<file path="src/mem_pkg.sv">
package mem_pkg;

    typedef logic [31:0] addr_t;    // Linear or physical address.
    typedef logic [63:0] data_t;    // Operand or memory word.
    typedef logic [19:0] page_t;    // Page number or frame.
    typedef logic [15:0] seg_t;
    typedef logic [1:0]  opsize_t;
    typedef logic [1:0]  mem_rw_t;
    typedef logic [3:0]  ie_type_t;

    // Access sizes.
    localparam opsize_t SIZE_BYTE  = 2'd0;
    localparam opsize_t SIZE_WORD  = 2'd1;
    localparam opsize_t SIZE_DWORD = 2'd2;
    localparam opsize_t SIZE_QWORD = 2'd3;

    localparam int RW_READ  = 0;    // Bit positions in mem_rw_t.
    localparam int RW_WRITE = 1;

    localparam int IE_PROT = 0;     // Bit positions in ie_type_t.
    localparam int IE_PAGE = 1;

    localparam int PAGE_OFFSET_W = 12;

    typedef enum logic [2:0] {
        OP_REG1 = 3'd0,
        OP_REG2 = 3'd1,
        OP_REG3 = 3'd2,
        OP_REG4 = 3'd3,
        OP_SEG  = 3'd4,
        OP_MEM  = 3'd5,
        OP_IMM  = 3'd6,
        OP_EIP  = 3'd7
    } op_sel_e;

    typedef enum logic [1:0] {
        DEST_NONE = 2'd0,
        DEST_REG  = 2'd1,
        DEST_SEG  = 2'd2,
        DEST_MEM  = 2'd3
    } dest_sel_e;

    typedef enum logic {
        LD_IDLE = 1'b0,
        LD_READ = 1'b1
    } load_state_e;

endpackage
</file>
<file path="src/operand_select.sv">
module operand_select
    import mem_pkg::*;
(
    input  data_t      reg1,
    input  data_t      reg2,
    input  data_t      reg3,
    input  data_t      reg4,
    input  seg_t       seg,
    input  data_t      imm,
    input  addr_t      eip,
    input  data_t      load_data,
    input  page_t      tlb_pfn,
    input  addr_t      mem_addr,
    input  op_sel_e    op1_sel,
    input  op_sel_e    op2_sel,
    input  dest_sel_e  dest_sel,
    input  logic [2:0] dest_id,

    output addr_t      phys_addr,
    output data_t      op1_next,
    output data_t      op2_next,
    output addr_t      dest_addr_next,
    output logic [2:0] dest_type_next
);

    function automatic data_t pick(op_sel_e sel);
        case (sel)
            OP_REG1: pick = reg1;
            OP_REG2: pick = reg2;
            OP_REG3: pick = reg3;
            OP_REG4: pick = reg4;
            OP_SEG:  pick = {48'b0, seg};
            OP_MEM:  pick = load_data;
            OP_IMM:  pick = imm;
            OP_EIP:  pick = {32'b0, eip};
            default: pick = '0;
        endcase
    endfunction

    // Frame from the TLB, offset from the linear address.
    assign phys_addr = {tlb_pfn, mem_addr[PAGE_OFFSET_W-1:0]};

    assign op1_next = pick(op1_sel);
    assign op2_next = pick(op2_sel);

    // Type bits are {mem, seg, reg}.
    always_comb begin
        case (dest_sel)
            DEST_REG: begin
                dest_addr_next = {29'b0, dest_id};
                dest_type_next = 3'b001;
            end
            DEST_SEG: begin
                dest_addr_next = {29'b0, dest_id};
                dest_type_next = 3'b010;
            end
            DEST_MEM: begin
                dest_addr_next = phys_addr;
                dest_type_next = 3'b100;
            end
            default: begin
                dest_addr_next = '0;
                dest_type_next = 3'b000;
            end
        endcase
    end

endmodule

</file>
<file path="config.mk">
export PLATFORM = sky130hd
export DESIGN_NAME = operand_select
export DESIGN_NICKNAME = d
export VERILOG_FILES = /design/src/mem_pkg.sv /design/src/operand_select.sv
export SDC_FILE = /design/constraint.sdc
export NUM_CORES = 1
export LEC_CHECK = 0
export BUFFER_PORTS_ARGS = -buffer_cell sky130_fd_sc_hd__buf_4
export CORE_AREA = 5 5 264 266
export DETAILED_ROUTE_END_ITERATION = 8
export DIE_AREA = 0 0 269 271
export PLACE_DENSITY = 0.35
export SETUP_SLACK_MARGIN = 0.3
export SYNTH_ARGS = -nofsm -noshare
export SYNTH_HDL_FRONTEND = slang
export SYNTH_SLANG_ARGS = --single-unit
</file>
<file path="constraint.sdc">
create_clock -name vclk -period 1.69
set_clock_uncertainty 0.1 [all_clocks]
set_input_delay 0.169 -clock vclk [all_inputs]
set_output_delay 0.169 -clock vclk [all_outputs]
set_load 0.01 [all_outputs]
</file>
==> results of run 1 <==
-- synthesized netlist by cell type (2+ instances only) --
library cell    n  share of area [%]
buf_6          19                2.7
a221oi_1       45                4.9
buf_2          62                3.9
a22o_1         11                1.2
o32ai_1         6               0.66
inv_1          37                1.7
nor2_1        245                 12
mux2_1          5               0.71
o21ai_0        67                4.2
o22ai_1        35                2.7
buf_1           5               0.24
a222oi_1        2               0.25
o32a_1          3               0.38
clkbuf_1       25                1.2
nand2_1        46                2.2
ha_1            5               0.78
nand3_1        19                1.2
inv_2           4               0.19
a21oi_1        59                3.7
a31oi_1        17                1.3
buf_8           3               0.56
nor2b_1        13                1.0
o2bb2ai_1       4               0.44
o221a_1        13                1.8
o21ai_1        36                2.3
o22a_1         40                4.4
and2_1         30                2.4
a211oi_1       22                2.1
a211o_1         3               0.33
mux2i_1       195                 24
a22oi_1        21                2.0
a2bb2oi_1      39                4.3
buf_4          49                4.6
nor3b_1         3               0.28
mux4_2          3               0.85
nand2b_1       10               0.78
-- how the worst max path moves through the flow --
stage	start	end	slack [ps]	depth (start not counted)
detailed placement	op1_sel[0]	op1_next[24]	-200	7
global route	op2_sel[0]	op2_next[26]	-40	9
finish	op1_sel[0]	op1_next[4]	-3	7
floorplan	op2_sel[0]	op2_next[47]	300	7
CTS	op2_sel[0]	op2_next[52]	-0.2	7
global placement	op2_sel[0]	op2_next[26]	-170	9
-- power by group through the flow --
stage	Combinational, mW	Clock (mW)	Sequential, mW
6_report	6.18	0.00000154	0
5_1_grt	6.51	0.00000128	0
4_1_cts	5.60	0	0
3_5_place_dp	4.71	0	0
3_3_place_gp	4.70	0	0
2_1_floorplan	1.97	0	0
-- metrics by stage --
stage / TNS, ps / total power, mW
global route: -259 / 6.51
global placement: -2780 / 4.70
finish: -2.64 / 6.18
floorplan: 0 / 1.97
detailed placement: -2980 / 4.71
CTS: -0.225 / 5.60
-- routing by layer --
layer | vias up | track usage [%] | wire (um)
met4 | 4 | 8.69 | 4020
met5 | - | 0 | 26
met2 | 693 | 37.1 | 42300
met3 | 149 | 4.25 | 5680
li1 | 6179 | - | -
met1 | 6622 | 20.7 | 29400
-- final cells by class --
type,count,area [um2],share of cell area (%)
Antenna cell,19,47.5,0.242
Inverter,41,166,0.847
Multi-Input combinational cell,1012,8420,42.9
Tap cell,873,1090,5.56
Timing Repair Buffer,975,9910,50.5
-- cells in the final DEF, fill, tap and decap left out, types with 4 or more instances in the layout --
cell type / instances
a221oi_2: 36
a21oi_2: 17
nand2b_4: 7
o21ai_2: 16
a211oi_2: 18
o21ai_0: 40
inv_2: 4
mux2i_2: 14
buf_6: 123
nand3_1: 18
o22a_1: 40
o21ai_1: 47
o32ai_4: 5
buf_4: 702
diode_2: 19
clkbuf_16: 12
o22ai_2: 9
nor2b_4: 9
o221a_1: 13
buf_16: 40
a22o_1: 11
buf_12: 70
nor2_2: 28
and2_1: 29
a2bb2oi_2: 8
inv_1: 36
a221oi_4: 9
a31oi_1: 11
nor2_4: 25
a22oi_1: 11
a22oi_2: 10
a2bb2oi_1: 31
a21oi_1: 40
mux2i_1: 170
o22ai_1: 25
buf_8: 26
nand2_1: 42
nor2_1: 194
mux2i_4: 11
-- repair_timing --
action                                  in CTS  in global routing
endpoints found under the setup margin     160                130
pin swaps                                  103                172
gates cloned                                32                 13
gates resized for setup                    323                279
buffers inserted                            41                 32
-- cells by family after synthesis --
| logic type | share of synthesized area [%] |
|---|---|
| buf+inv | 15.1 |
| fa+ha+maj | 0.783 |
| mux | 26.0 |
| compound gates | 37.9 |
| simple gates | 20.2 |
==> impl_metrics.tcl, run 1 <==
set metrics [dict create \
    fin_nets 2530 \
    drc 0 \
    pin_count 690 \
    power_frac_seq_pct 0 \
    grt_max_degree 38 \
    grt_setup_unrepaired "yes" \
    place_ws_ps -196 \
    drv_cap 0 \
    cp_max_fo 7 \
    worstSetupStartpointType "input pin" \
    avgSynthCellArea_um2 6.56 \
    cp_cell_sequence "buf_16 > nor2b_4 > buf_12 > buf_4 > a221o_1 > a21oi_2 > buf_4" \
    critical_path_class "in -> out" \
    antenna_found_initial 24 \
    synth_warnings 0 \
    nFillCells 7247 \
    whs_path_depth 2 \
    area_delta_synth_final_pct 146 \
    fp.dieH_um 271 \
    grtUsageTotal_pct 19.7 \
    die_w_um 269 \
    seq_area_um2 0 \
    drtIter0Drc 750 \
    hold_viol 0 \
    ys_seq_area_share_pct 0 \
    min_to "phys_addr[4]" \
    synth_cell_types 52 \
    worstHoldStart "mem_addr[4]" \
    maxSlewViolCount 0 \
    port_buffers 670 \
    ctsHoldBuffers 0 \
    final_area_um2 19600 \
    crit_family "buffers and inverters" \
    routed_wl_um 81400 \
    setup_slack_ps -2.64 \
    cpMostUsedCell "buf_4" \
    cp.arrival_ps 1420 \
    rows 95 \
    synth_cells 1217 \
    switching_share_pct 45.7 \
    wire_per_inst_um 27.9 \
    n_clock_buffer 0 \
    max_stage_delay_ps 360 \
    core_region_area_um2 66800 \
    intPower_mw 3.36 \
    p_clk_share_pct 0 \
    required_ps 1420 \
    failed_checks "negative setup slack" \
    drt_pass1_iterations 6 \
    placed_cells 2783 \
    relSlewSlack_pct 71.5 \
    whs_ps 424 \
    run_status "finished, violations left" \
    drive_gt1_share_pct 61.1 \
    seq_cell_count 0 \
    hold_path_class "in -> out" \
    ant_nets 0 \
    fmax_mhz 591 \
    final_core_util_pct 29.4 \
    critPathCaptureType "output pin" \
    dp_hpwl_um 60100 \
    path_buf_inv 4 \
    synth_fp_nets 1717 \
    setup_viol 1 \
    place.gp.congestion 0.954 \
    cp_slowest_cell "a221o_1" \
    grt_pass1_vias 14200 \
    dpl_cell_area_um2 15100 \
    peakVddDrop_mv 0.114 \
    p_sw_mw 2.82 \
    p_leak_nw 9.00 \
    die-area_um2 72900 \
    via_per_inst 4.67 \
    fin_crit_ps 1690 \
    grt.overflow.total 0 \
    period_share_pct 100 \
    syn_area_um2 7990 \
    vias 13600 \
    final_cells 2920 \
    combPwrFrac_pct 100.0 \
    start_util_pct 12.0 \
    grt_pass1_wl_um 106000 \
    tightest_slew_ps 427 \
    powerDensity_nw_per_um2 315 \
]
Power figures use the tool's default switching activity.
==> inputs of run 2 (changes only) <==
--- a/config.mk
+++ b/config.mk
@@ -6,10 +6,10 @@
 export NUM_CORES = 1
 export LEC_CHECK = 0
 export BUFFER_PORTS_ARGS = -buffer_cell sky130_fd_sc_hd__buf_4
-export CORE_AREA = 5 5 264 266
+export CORE_AREA = 5 5 268 270
 export DETAILED_ROUTE_END_ITERATION = 8
-export DIE_AREA = 0 0 269 271
-export PLACE_DENSITY = 0.35
+export DIE_AREA = 0 0 273 275
+export PLACE_DENSITY = 0.34
 export SETUP_SLACK_MARGIN = 0.3
 export SYNTH_ARGS = -nofsm -noshare
 export SYNTH_HDL_FRONTEND = slang
==> impl_metrics.tcl, run 2 (same netlist as run 1, synthesis figures left out) <==
set metrics [dict create \
    run_status "finished clean" \
    final_cell_mix "buf_4, nor2_1, mux2i_1, buf_6, buf_12" \
    drive_gt1_share_pct 57.4 \
    intPower_mw 3.11 \
    drtIter0Drc 640 \
    grt_max_degree 24 \
    port_buffers 670 \
    rows 97 \
    switching_share_pct 46.6 \
    p_clk_share_pct 0 \
    maxSlewViolCount 0 \
    pin_count 690 \
    area_delta_synth_final_pct 132 \
    grtUsageTotal_pct 18.5 \
    power_mw 5.83 \
    grt_setup_unrepaired "yes" \
    cp_max_fo 9 \
    final_cells 2946 \
    layout_commonest_cell "buf_4" \
    worstSetupStartpointType "input pin" \
    cp.arrival_ps 1410 \
    vias 13400 \
    period_share_pct 99.6 \
    p_leak_nw 8.61 \
    final_area_um2 18500 \
    core_region_area_um2 69300 \
    whs_ps 425 \
    antenna_found_initial 16 \
    p_sw_mw 2.71 \
    dpl_cell_area_um2 15100 \
    fin_setup_tns_ps 0 \
    drv_cap 0 \
    placed_cells 2844 \
    fp.dieH_um 275 \
    peakVddDrop_mv 0.132 \
    ctsHoldBuffers 0 \
    drc 0 \
    start_util_pct 11.5 \
    power_frac_seq_pct 0 \
    via_per_inst 4.54 \
    relSlewSlack_pct 74.3 \
    hold_viol 0 \
    powerDensity_nw_per_um2 315 \
    n_clock_buffer 0 \
    required_ps 1420 \
    place.gp.congestion 0.917 \
    grt_pass1_wl_um 103000 \
    ant_nets 0 \
    hold_path_class "in -> out" \
    fin_crit_ps 1680 \
    tightest_slew_ps 386 \
    routed_wl_um 79200 \
    nFillCells 7671 \
    die_w_um 273 \
    combPwrFrac_pct 100.0 \
    grt_pass1_vias 13700 \
    drt_pass1_iterations 5 \
    wire_per_inst_um 26.9 \
    seq_area_um2 0 \
    fin_nets 2498 \
    seq_cell_count 0 \
    setup_viol 0 \
    die-area_um2 75100 \
    critPathCaptureType "output pin" \
    grt.overflow.total 0 \
    dp_hpwl_um 60400 \
    fmax_mhz 594 \
    critical_path_class "in -> out" \
]
-- run 2: changes by cell type in the layout (fill, tap and decap cells not counted), sizes merged --
| cell | before | now |
|---|---|---|
| bufbuf | 2 | 5 |
| inv | 40 | 41 |
| diode | 19 | 10 |
| clkbuf | 12 | 16 |
| clkinv | 1 | 0 |
| buf | 961 | 922 |
-- run 2: cell type report --
cell class / instances / area, um2 / share of cell area (%)
Multi-Input combinational cell: 1012 / 7990 / 43.1
Inverter: 41 / 171 / 0.925
Tap cell: 940 / 1180 / 6.35
Timing Repair Buffer: 943 / 9160 / 49.5
Antenna cell: 10 / 25.0 / 0.135
-- run 2: layer usage --
metal  wire length [um]  GRT usage, %  vias to the layer above
met5                 13             0                        -
li1                   -             -                     6084
met3               5080          3.34                      114
met4               3020          6.21                        2
met2              40900          34.7                      683
met1              30100          21.1                     6485
-- run 2: power groups by stage --
stage	Clock (mW)	Combinational (mW)	Sequential, mW
2_1_floorplan	0	1.97	0
3_3_place_gp	0	4.72	0
3_5_place_dp	0	4.72	0
4_1_cts	0	5.32	0
5_1_grt	0.000000771	6.16	0
6_report	0.000000787	5.83	0
-- run 2: worst max-delay path: stages --
cell and delay, ps:
buf_16 130, buf_12 140, nor2_4 190, nand2_8 160
buf_12 190, o221a_4 290, buf_6 130
-- run 2: final timing paths --
check                 depth (start not counted)  slack [ps]       endpoint         start
worst max-delay path                          7           7   op1_next[35]    op1_sel[0]
worst min-delay path                          2         420  phys_addr[10]  mem_addr[10]
-- run 2: repair_timing --
| action | in CTS | in global routing |
|---|---|---|
| gates cloned | 20 | 17 |
| gates resized for setup | 184 | 226 |
| setup endpoints to repair | 150 | 128 |
| setup buffers | 34 | 21 |
| pin swaps | 64 | 67 |
-- run 2: through the flow --
step                setup slack, ps  utilization (%)
floorplan                       300                -
global placement               -209             21.8
detailed placement             -187             21.8
CTS                            4.18             24.3
global route                  -42.0             26.7
finish                         7.19             26.7
==> inputs of run 3 (changes only) <==
--- a/config.mk
+++ b/config.mk
@@ -10,6 +10,7 @@
 export DETAILED_ROUTE_END_ITERATION = 8
 export DIE_AREA = 0 0 273 275
 export PLACE_DENSITY = 0.34
+export RECOVER_POWER = 50
 export SETUP_SLACK_MARGIN = 0.3
 export SYNTH_ARGS = -nofsm -noshare
 export SYNTH_HDL_FRONTEND = slang
==> impl_metrics.tcl, run 3 (same netlist as run 1, synthesis figures left out) <==
set metrics [dict create \
    run_status "finished clean" \
    grt_max_degree 24 \
    grt_setup_unrepaired "yes" \
    max_stage_delay_ps 290 \
    tightest_slew_ps 530 \
    power_frac_seq_pct 0 \
    intPower_mw 3.03 \
    worstHoldStart "mem_addr[10]" \
    fin_crit_ps 1680 \
    hold_viol 0 \
    grtUsageTotal_pct 18.5 \
    grt.overflow.total 0 \
    fin_nets 2498 \
    cp.arrival_ps 1410 \
    whs_path_depth 2 \
    dp_hpwl_um 60400 \
    cp_max_fo 9 \
    port_buffers 670 \
    grt_pass1_vias 13700 \
    grt_pass1_wl_um 103000 \
    cp_slowest_cell "o221a_4" \
    switching_share_pct 47.2 \
    n_clock_buffer 0 \
    fp.dieH_um 275 \
    die-area_um2 75100 \
    seq_area_um2 0 \
    wl_met3_um 4890 \
    antenna_found_initial 16 \
    area_delta_synth_final_pct 128 \
    pin_count 690 \
    drt-met1-wl_um 30400 \
    setup_slack_ps 13.1 \
    rows 97 \
    wl_met2_um 40900 \
    via_per_inst 4.52 \
    p_sw_mw 2.71 \
    fin_setup_tns_ps 0 \
    peakVddDrop_mv 0.129 \
    layout_commonest_cell "buf_4" \
    powerDensity_nw_per_um2 315 \
    maxSlewViolCount 0 \
    core_region_area_um2 69300 \
    drive_gt1_share_pct 54.9 \
    ant_nets 0 \
    relSlewSlack_pct 64.7 \
    drv_cap 0 \
    vias 13300 \
    p_clk_share_pct 0 \
    drt_pass1_iterations 4 \
    placed_cells 2844 \
    drtIter0Drc 694 \
    power_mw 5.74 \
    place_ws_ps -187 \
    min_to "phys_addr[10]" \
    cpMostUsedCell "buf_12" \
    whs_ps 459 \
    setup_viol 0 \
    seq_cell_count 0 \
    routed_wl_um 79200 \
    start_util_pct 11.5 \
    worstSetupStartpointType "input pin" \
    cp_cell_sequence "buf_16 > buf_12 > nor2_4 > nand2_8 > buf_12 > o221a_4 > buf_6" \
    highest_layer "met5" \
    final_cell_mix "buf_4, nor2_1, mux2i_1, buf_6, buf_12" \
    wire_per_inst_um 26.9 \
    period_share_pct 99.2 \
    drc 0 \
    fmax_mhz 596 \
    required_ps 1420 \
    critical_path_class "in -> out" \
    die_w_um 273 \
    place.gp.congestion 0.917 \
    hold_path_class "in -> out" \
    combPwrFrac_pct 100.0 \
    p_leak_nw 8.37 \
    final_cells 2946 \
    critPathCaptureType "output pin" \
]
[run 3: changes by cell type in the layout (fill, tap and decap cells not counted), sizes merged]
cell / change
clkbuf: +51
buf: -51
[run 3: power by group through the flow]
stage / Sequential (mW) / Clock [mW] / Combinational, mW
after floorplan: 0 / 0 / 1.97
after global placement: 0 / 0 / 4.72
after detailed placement: 0 / 0 / 4.72
after CTS: 0 / 0 / 5.32
after global routing: 0 / 0.000000772 / 6.07
final: 0 / 0.000000784 / 5.74
[run 3: through the flow]
| step | cell area [um2] | util [%] |
|---|---|---|
| 2_1_floorplan | 8030 | - |
| 3_3_place_gp | 15100 | 21.8 |
| 3_5_place_dp | 15100 | 21.8 |
| 4_1_cts | 16900 | 24.3 |
| 5_1_grt | 18200 | 26.3 |
| 6_report | 18200 | 26.3 |
[run 3: worst max-delay path by stage]
stage | start | cells past startpoint | to
floorplan | op2_sel[0] | 7 | op2_next[47]
detailed placement | op2_sel[1] | 7 | op2_next[24]
global route | op2_sel[1] | 9 | op2_next[16]
finish | op1_sel[0] | 7 | op1_next[35]
CTS | op2_sel[0] | 8 | op2_next[37]
global placement | op2_sel[1] | 7 | op2_next[24]
[run 3: repair_timing]
item | 4_1_cts | 5_1_grt
hold buffers | 0 | 0
pin swaps | 64 | 67
hold endpoints to repair | 0 | 0
gates cloned | 20 | 17
gates resized for setup | 184 | 226
setup endpoints to repair | 150 | 128
setup buffers | 34 | 21
[run 3: final cells by class]
cell class	instances	area (um2)
Antenna cell	10	25.0
Fill cell	7766	51100
Inverter	41	171
Multi-Input combinational cell	1012	7960
Tap cell	940	1180
Timing Repair Buffer	943	8890
[run 3: layer usage]
layer  GRT usage [%]  up-vias
met4            6.21        2
met3            3.34      121
met2            34.7      659
li1                -     6081
met1            21.1     6456
met5               0        -
[run 3: worst max-delay path, delay by kind of cell]
kind	cells	cell delay, ps
buffers and inverters	4	580
AO/OA/AOI/OAI	1	290
AND/OR/NAND/NOR	2	350
